$ cat src/logic/dram_dma_pkg.sv
/*
  DRAM DMA glue package
  Shared widths, pipeline depths, ID words and bundle types for the
  reset, control and DDR statistics logic of the card top level
*/
package dram_dma_pkg;

  // ----------------------------------------
  // Sizes and pipeline depths
  // ----------------------------------------
  localparam int num_ddr_chan     = 4;
  localparam int num_stat_chan    = 3;
  localparam int rst_pipe_stages  = 4;
  localparam int stat_pipe_stages = 8;

  // Shown on the ID outputs while debug is off
  localparam logic [31:0] id0_default = 32'hF000_1D0F;
  localparam logic [31:0] id1_default = 32'h1D51_FEDC;

  // Debug select codes
  // Each code is also the scrubber address index of its channel
  localparam logic [2:0] dbg_sel_ddra = 3'd0;
  localparam logic [2:0] dbg_sel_ddrb = 3'd1;
  localparam logic [2:0] dbg_sel_ddrd = 3'd2;
  localparam logic [2:0] dbg_sel_ddrc = 3'd3;

  // ----------------------------------------
  // Scalar types
  // ----------------------------------------
  typedef logic [31:0] id_word_t;
  typedef logic [63:0] scrb_addr_t;
  typedef logic [7:0]  stat_addr_t;
  typedef logic [31:0] stat_data_t;

  // ----------------------------------------
  // Bundles
  // ----------------------------------------

  // Shell control word 0
  // Scrub enable bits are A, B, D, C from bit 0 up
  typedef struct packed {
    logic        dbg_en;
    logic [2:0]  dbg_sel;
    logic [23:0] reserved;
    logic [3:0]  scrb_en;
  } ctl_word_t;

  // Statistics request toward the DDR side
  typedef struct packed {
    logic       wr;
    logic       rd;
    stat_addr_t addr;
    stat_data_t wdata;
  } stat_req_t;

  // Statistics acknowledge back to the shell
  typedef struct packed {
    logic       ack;
    logic [7:0] intr;
    stat_data_t rdata;
  } stat_ack_t;

endpackage

$ cat src/logic/ctl_status.sv
/*
  Control and status
  Registers the shell control word, decodes the scrub enables,
  drives the ID words, answers FLR and gathers the DDR ready bits
*/
module ctl_status
  import dram_dma_pkg::*;
(
  input  logic                          clk,
  input  logic                          ctl_rst_n,
  input  ctl_word_t                     ctl0,
  input  logic                          flr_assert,
  input  logic                          shell_ddr_ready,
  input  logic [2:0]                    lcl_ddr_ready,
  input  scrb_addr_t [num_ddr_chan-1:0] scrb_addr,
  output logic [num_ddr_chan-1:0]       scrb_en,
  output logic                          flr_done,
  output logic [num_ddr_chan-1:0]       all_ddr_ready,
  output id_word_t                      id0,
  output id_word_t                      id1
);

  ctl_word_t  ctl_q;
  logic       flr_assert_q;
  logic       shell_ddr_ready_q;
  scrb_addr_t dbg_addr;

  // ----------------------------------------
  // Input registers and FLR response
  // ----------------------------------------
  always_ff @(posedge clk or negedge ctl_rst_n)
  begin
    if (!ctl_rst_n)
    begin
      ctl_q             <= '0;
      flr_assert_q      <= 1'b0;
      shell_ddr_ready_q <= 1'b0;
      flr_done          <= 1'b0;
    end
    else
    begin
      ctl_q             <= ctl0;
      flr_assert_q      <= flr_assert;
      shell_ddr_ready_q <= shell_ddr_ready;
      // Toggles while FLR is held, so each high cycle is a fresh done pulse
      flr_done          <= flr_assert_q && !flr_done;
    end
  end

  // Enable bits are already in channel order A, B, D, C
  assign scrb_en = ctl_q.scrb_en;

  // ----------------------------------------
  // Debug ID mux
  // ----------------------------------------
  always_comb
  begin
    case (ctl_q.dbg_sel)
      dbg_sel_ddrb: dbg_addr = scrb_addr[dbg_sel_ddrb];
      dbg_sel_ddrd: dbg_addr = scrb_addr[dbg_sel_ddrd];
      dbg_sel_ddrc: dbg_addr = scrb_addr[dbg_sel_ddrc];
      // Code 0 and the unused codes 4 to 7 all show channel A
      default:      dbg_addr = scrb_addr[dbg_sel_ddra];
    endcase
  end

  // Second register stage, fed from the registered word
  always_ff @(posedge clk)
  begin
    if (ctl_q.dbg_en)
    begin
      id0 <= dbg_addr[31:0];
      id1 <= dbg_addr[63:32];
    end
    else
    begin
      id0 <= id0_default;
      id1 <= id1_default;
    end
  end

  // ----------------------------------------
  // DDR ready aggregation
  // ----------------------------------------

  // Shell channel sits in slot 2, the local channels around it
  assign all_ddr_ready = {lcl_ddr_ready[2], shell_ddr_ready_q, lcl_ddr_ready[1:0]};

endmodule

$ cat src/logic/dram_dma_top.sv
/*
  DRAM DMA top level
  Joins the reset tree, the control block and the retiming
  pipes of the three DDR statistics channels
*/
module dram_dma_top
  import dram_dma_pkg::*;
(
  input  logic                          clk,
  input  logic                          sync_rst_n,
  input  ctl_word_t                     ctl0,
  input  logic                          flr_assert,
  input  logic                          shell_ddr_ready,
  input  logic [2:0]                    lcl_ddr_ready,
  input  scrb_addr_t [num_ddr_chan-1:0] scrb_addr,
  output logic [num_ddr_chan-1:0]       scrb_en,
  output logic                          flr_done,
  output logic [num_ddr_chan-1:0]       all_ddr_ready,
  output id_word_t                      id0,
  output id_word_t                      id1,
  input  stat_req_t [num_stat_chan-1:0] stat_req_in,
  output stat_req_t [num_stat_chan-1:0] stat_req_out,
  input  stat_ack_t [num_stat_chan-1:0] stat_ack_in,
  output stat_ack_t [num_stat_chan-1:0] stat_ack_out
);

  logic ctl_rst_n;
  logic stat_rst_n;

  // ----------------------------------------
  // Resets
  // ----------------------------------------
  reset_tree u_reset_tree (
    .clk        (clk),
    .sync_rst_n (sync_rst_n),
    .ctl_rst_n  (ctl_rst_n),
    .stat_rst_n (stat_rst_n)
  );

  // ----------------------------------------
  // Control and status
  // ----------------------------------------
  ctl_status u_ctl_status (
    .clk             (clk),
    .ctl_rst_n       (ctl_rst_n),
    .ctl0            (ctl0),
    .flr_assert      (flr_assert),
    .shell_ddr_ready (shell_ddr_ready),
    .lcl_ddr_ready   (lcl_ddr_ready),
    .scrb_addr       (scrb_addr),
    .scrb_en         (scrb_en),
    .flr_done        (flr_done),
    .all_ddr_ready   (all_ddr_ready),
    .id0             (id0),
    .id1             (id1)
  );

  // ----------------------------------------
  // Statistics retiming
  // ----------------------------------------

  // Requests go out toward the DDR side, acks come back to the shell
  for (genvar ch = 0; ch < num_stat_chan; ch++)
  begin : g_stat
    stage_pipe #(
      .WIDTH  ($bits(stat_req_t)),
      .STAGES (stat_pipe_stages)
    ) u_req_pipe (
      .clk     (clk),
      .rst_n   (stat_rst_n),
      .in_bus  (stat_req_in[ch]),
      .out_bus (stat_req_out[ch])
    );

    stage_pipe #(
      .WIDTH  ($bits(stat_ack_t)),
      .STAGES (stat_pipe_stages)
    ) u_ack_pipe (
      .clk     (clk),
      .rst_n   (stat_rst_n),
      .in_bus  (stat_ack_in[ch]),
      .out_bus (stat_ack_out[ch])
    );
  end

endmodule

$ cat src/logic/reset_tree.sv
/*
  Reset tree
  Synchronizes the incoming reset and fans it out through
  per-block pipes, so each block gets its own local reset net
*/
module reset_tree
  import dram_dma_pkg::*;
(
  input  logic clk,
  input  logic sync_rst_n,
  output logic ctl_rst_n,
  output logic stat_rst_n
);

  logic                       core_pre_rst_n;
  logic                       core_rst_n;
  logic [rst_pipe_stages-1:0] ctl_pipe;
  logic [rst_pipe_stages-1:0] stat_pipe;

  // ----------------------------------------
  // Core synchronizer
  // ----------------------------------------

  // Asserts at once, releases after two clock edges
  always_ff @(posedge clk or negedge sync_rst_n)
  begin
    if (!sync_rst_n)
    begin
      core_pre_rst_n <= 1'b0;
      core_rst_n     <= 1'b0;
    end
    else
    begin
      core_pre_rst_n <= 1'b1;
      core_rst_n     <= core_pre_rst_n;
    end
  end

  // ----------------------------------------
  // Branch pipes
  // ----------------------------------------

  // Plain shift registers, so branch assertion also lags the core
  always_ff @(posedge clk)
  begin
    ctl_pipe  <= {ctl_pipe[rst_pipe_stages-2:0], core_rst_n};
    stat_pipe <= {stat_pipe[rst_pipe_stages-2:0], core_rst_n};
  end

  assign ctl_rst_n  = ctl_pipe[rst_pipe_stages-1];
  assign stat_rst_n = stat_pipe[rst_pipe_stages-1];

endmodule

$ cat src/logic/stage_pipe.sv
/*
  Stage pipe
  Delays a bundle of signals by a fixed number of registers
*/
module stage_pipe #(
  parameter int WIDTH  = 1,
  parameter int STAGES = 1
) (
  input  logic             clk,
  input  logic             rst_n,
  input  logic [WIDTH-1:0] in_bus,
  output logic [WIDTH-1:0] out_bus
);

  logic [WIDTH-1:0] stage_q [STAGES];

  always_ff @(posedge clk or negedge rst_n)
  begin
    if (!rst_n)
    begin
      for (int i = 0; i < STAGES; i++)
        stage_q[i] <= '0;
    end
    else
    begin
      stage_q[0] <= in_bus;
      // Each stage takes the one before it
      for (int i = 1; i < STAGES; i++)
        stage_q[i] <= stage_q[i-1];
    end
  end

  assign out_bus = stage_q[STAGES-1];

endmodule

$ cat config.mk
export PLATFORM = sky130hd
export DESIGN_NAME = dram_dma_top
export DESIGN_NICKNAME = d
export VERILOG_FILES = /design/src/logic/dram_dma_pkg.sv /design/src/logic/ctl_status.sv /design/src/logic/dram_dma_top.sv /design/src/logic/reset_tree.sv /design/src/logic/stage_pipe.sv
export SDC_FILE = /design/constraint.sdc
export NUM_CORES = 1
export LEC_CHECK = 0
export BUFFER_PORTS_ARGS = -buffer_cell sky130_fd_sc_hd__buf_4
export CAP_MARGIN = 40
export CORE_MARGIN = 2
export CORE_UTILIZATION = 25
export DETAILED_ROUTE_END_ITERATION = 10
export GPL_ROUTABILITY_DRIVEN = 0
export PLACE_DENSITY = 0.51
export SYNTH_ARGS = -nofsm -noshare
export SYNTH_HDL_FRONTEND = slang
export SYNTH_HIERARCHICAL = 1
export SYNTH_SLANG_ARGS = --single-unit
$ cat constraint.sdc
create_clock -name clk -period 38.5 [get_ports clk]
set_input_delay 9.625 -clock clk [delete_from_list [all_inputs] [get_ports clk]]
set_output_delay 9.625 -clock clk [all_outputs]
set_load 0.02 [all_outputs]
* After elaboration in Yosys (flattened, before gate mapping) *
Cells that the tools add are included.

operators by class
  reductions and logical operators = 2
  eq/ne operators = 3
  multiplexer cells = 1

operators by type and width
  operator              count
  $pmux W64 S3          1
  $eq A3 B2 Y1 const B  2
  $eq A3 B1 Y1 const B  1
  $logic_and A1 B1 Y1   1
  $logic_not A1 Y1      1

word-level totals
  bits of input ports = 544
  register bits after elaboration = 2077

* Longest topological paths before layout *
  word-level depth = 2
  mapped depth = 6

* Cells and area by module *
The synthesis kept the hierarchy.

by module, submodules not included
  module                                  times used  cells an instance  seq. area each (µm²)  area each (µm²)
  stage_pipe at g_stat[0].u_req_pipe ...  3           378                8408.1                8723.4
  stage_pipe at g_stat[0].u_ack_pipe ...  3           369                8207.9                8515.7
  ctl_status                              1           418                1556.5                3784.9
  reset_tree                              1           8                  130.1                 141.4

* Worst setup path after synthesis *
No wires, ideal clock.

  kind = input -> output
  from = input lcl_ddr_ready[0]
  to = output all_ddr_ready[0]
  slack = 19116 ps
  path buffers = 1
  stages on the path = 1
  data arrival time = 9759 ps
  data required time = 28875 ps
  path through = buf_4

RTL lines
  element      RTL line            RTL
  from (decl)  dram_dma_top.sv:14  input logic [2:0] lcl_ddr_ready,
  to (decl)    dram_dma_top.sv:18  output logic [num_ddr_chan-1:0] all_ddr_ready,

No word-level cell between the ends.

* Worst setup path after layout *
  from = input lcl_ddr_ready[0]
  to = output all_ddr_ready[0]

No word-level cell between the ends.

==> results.json <==
{
  "drt_iter0_drc": 1253,
  "cts.clk_slew.worst_paths_ns": 0.06,
  "maxCapViolations": 0,
  "drive_gt1_frac": 0.350,
  "cellPowerDensity_nw_per_um2": 63.9,
  "seq_area_um2": 51500,
  "wl_per_cell_um": 17.1,
  "vias_per_cell": 3.49,
  "cts_setup_buffers": 0,
  "p_leak_nw": 32.6,
  "crit_type": "primary input to output pin",
  "cts_resized": 0,
  "die_y_um": 476,
  "drcViolationCount": 0,
  "grt_pass1_vias": 24554,
  "synthMuxAreaShare": 0.0123,
  "ios": 866,
  "skew_ns": 0.0727,
  "setup-tns-final_ns": 0,
  "synthXorXnorAreaFrac": 0,
  "cts_tree": "yes",
  "async_flop_share": 0.967,
  "antenna_found_initial": 46,
  "slew_viol_final": 0,
  "die_w_um": 476,
  "place_hpwl_mm": 78.9,
  "hp-class": "flop to flop",
  "avgSynthCellArea_um2": 20.9,
  "totalWireLength_mm": 113,
  "syn_to_final_growth_pct": 28.3,
  "fmax_ghz": 0.0519,
  "synth_seq_cells": 2073,
  "netlist_area_um2": 55600,
  "clockRootBuffer": "clkbuf_16",
  "synth_fp_nets": 3211,
  "layout.core_utilization": 0.322,
  "ys_warn_count": 6,
  "core_area_um2": 222000,
  "cts_made_buffers": 206,
  "dr.pass1.iters": 5,
  "final.period_utilization": 0.500,
  "start_kind": "primary input",
  "via_count": 23076,
  "ant_nets": 0,
  "grt_max_degree": 202,
  "clock_path_buffers": 3,
  "max-slew-margin-rel": 0.292,
  "crit_arrival_ns": 9.63,
  "insertion_delay_ns": 0.84,
  "whs_ns": 0.275,
  "synth.distinct_cells": 24,
  "setup_violations": 0,
  "rsz0062_at_grt": "no",
  "multiInputGateArea_um2": 1930,
  "yosysTopAreaCell": "dfrtp_1",
  "ir_drop_mv": 0.0485,
  "start_util": 0.251,
  "cp.required_ns": 28.88,
  "nNetsFinal": 3997,
  "grt_pass1_wl_mm": 160,
  "end_kind": "output pin",
  "grt_overflow": 0,
  "finalHoldViolations": 0,
  "synth_compound_area_frac": 0.0147,
  "h-tree-depth": 4,
  "synthSimpleGateAreaFrac": 0.00753,
  "synth_ff_type": "dfrtp_1",
  "rows": 173,
  "portBuffers": 835,
  "cts.sinks": 2073,
  "ys_seq_area_frac": 0.926,
  "synth_fa_ha_area_frac": 0,
  "worstPathMaxFanout": 1,
  "ctsHoldBuffers": 0,
  "fp.dieArea_um2": 226000,
  "min_period_ns": 19.25,
  "synth.top_cells.by_area": "dfrtp_1 90%, buf_4 3.5%, dfxtp_1 2.4%, mux2_2 0.67%, mux2i_1 0.56%",
  "synth_top_cell_area_share": 0.902,
  "synth_top_family_by_area": "buffers and inverters",
  "status": "completed",
  "nFillCells": 21445,
  "synth_enable_flop_cells": 0,
  "netlist_instances": 2667,
  "grt.total_usage": 0.0980,
  "worst_pin_slew_ns": 1.06
}
==> Yosys cell counts (13+ instances only) <==
| master | n |
|---|---|
| a21oi_1 | 31 |
| a211o_1 | 31 |
| mux2_2 | 33 |
| o21ai_1 | 30 |
| mux2i_1 | 31 |
| nand3_1 | 31 |
| dfrtp_1 | 2005 |
| buf_4 | 263 |
| buf_2 | 18 |
| nand2_1 | 31 |
| dfxtp_1 | 68 |
| o22ai_1 | 33 |
| clkbuf_1 | 13 |
| nor2_1 | 33 |
==> routing by layer <==
metal | up-vias | wire length, µm | GRT usage
met2 | 858 | 58000 | 0.167
li1 | 9840 | - | -
met1 | 11996 | 37500 | 0.0989
met4 | 60 | 4910 | 0.0496
met5 | - | 380 | 0
met3 | 322 | 12000 | 0.0479
==> final timing paths <==
check | start | to | slack, ns | cells after the start
max | lcl_ddr_ready[0] | all_ddr_ready[0] | 19.25 | 0
min | g_stat[2].u_req_pipe/stage_q[303] | g_stat[2].u_req_pipe/stage_q[261] | 0.28 | 0
max reg2reg | u_reset_tree/ctl_pipe[3] | g_stat[0].u_ack_pipe/stage_q[42] | 33.56 | 9
min reg2reg | g_stat[2].u_req_pipe/stage_q[303] | g_stat[2].u_req_pipe/stage_q[261] | 0.28 | 0
max in group asynchronous | sync_rst_n | u_reset_tree/core_pre_rst_n | 29.84 | 1
min in group asynchronous | u_reset_tree/ctl_pipe[3] | g_stat[2].u_ack_pipe/stage_q[276] | 0.32 | 0
==> state kept, by name (all words and copies together), names as in the netlist <==
| name | count |
|---|---|
| u_ctl_status/scrb_en | 4 |
| g_stat.u_req_pipe/stage_q | 882 |
| g_stat.u_req_pipe/out_bus | 126 |
| u_ctl_status/id0 | 32 |
| u_reset_tree/ctl_pipe | 2 |
| g_stat.u_ack_pipe/out_bus | 123 |
| u_reset_tree/core_pre_rst_n | 1 |
| u_ctl_status/shell_ddr_ready_q | 1 |
| u_ctl_status/ctl_q | 4 |
| u_ctl_status/flr_done | 1 |
| g_stat.u_ack_pipe/stage_q | 861 |
| u_reset_tree/stat_pipe | 2 |
| u_ctl_status/id1 | 32 |
| u_ctl_status/flr_assert_q | 1 |
| u_reset_tree/core_rst_n | 1 |
==> logic make-up (layout without fill, tap and decap cells) <==
family | Yosys count | count (layout)
buf+inv | 301 | 1266
flops | 2073 | 2073
mux | 64 | 64
compound gates | 130 | 130
other cells | 1 | 7
simple gates | 98 | 98
==> where the power goes <==
part	total, mW	switching [mW]	internal [mW]	leakage [nW]
clock network	2.06	0.840	1.22	3.55
logic	0.179	0.106	0.0724	5.14
registers	2.32	0.0312	2.29	23.9
==> metrics by stage <==
stage | instance area [µm²] | instances | total power [mW] | worst slack [ns]
3_5_place_dp | 64100 | 6220 | 2.55 | 19.25
5_1_grt | 71400 | 6610 | 4.76 | 19.25
6_report | 71400 | 6613 | 4.56 | 19.25
3_3_place_gp | 63700 | 6206 | 2.54 | 19.25
4_1_cts | 71400 | 6607 | 4.65 | 19.25
2_1_floorplan | 55600 | 2667 | 2.45 | 19.12
==> cells in the final DEF (no fill, tap or decap), drive strengths merged <==
cell type / Yosys / final
a211o: 31 / 31
a21oi: 31 / 31
buf: 288 / 879
bufinv: 0 / 18
clkbuf: 13 / 294
clkinv: 0 / 48
clkinvlp: 0 / 15
conb: 1 / 1
dfrtp: 2005 / 2005
dfxtp: 68 / 68
diode: 0 / 6
inv: 0 / 12
mux2: 33 / 33
mux2i: 31 / 31
nand2: 31 / 31
nand2b: 1 / 1
nand3: 31 / 31
nor2: 33 / 33
nor2b: 1 / 1
o21ai: 33 / 33
o21ba: 1 / 1
o21bai: 1 / 1
o22ai: 33 / 33
or3b: 1 / 1
==> layout make-up <==
cell class | instances | area share
antenna | 6 | 0.000210
clock buffer | 294 | 0.0844
clock inverter | 93 | 0.0177
multi-input combinational | 293 | 0.0271
sequential | 2073 | 0.722
tap | 2975 | 0.0521
timing repair buffer | 879 | 0.0967
(Power assumes the default switching activity.)
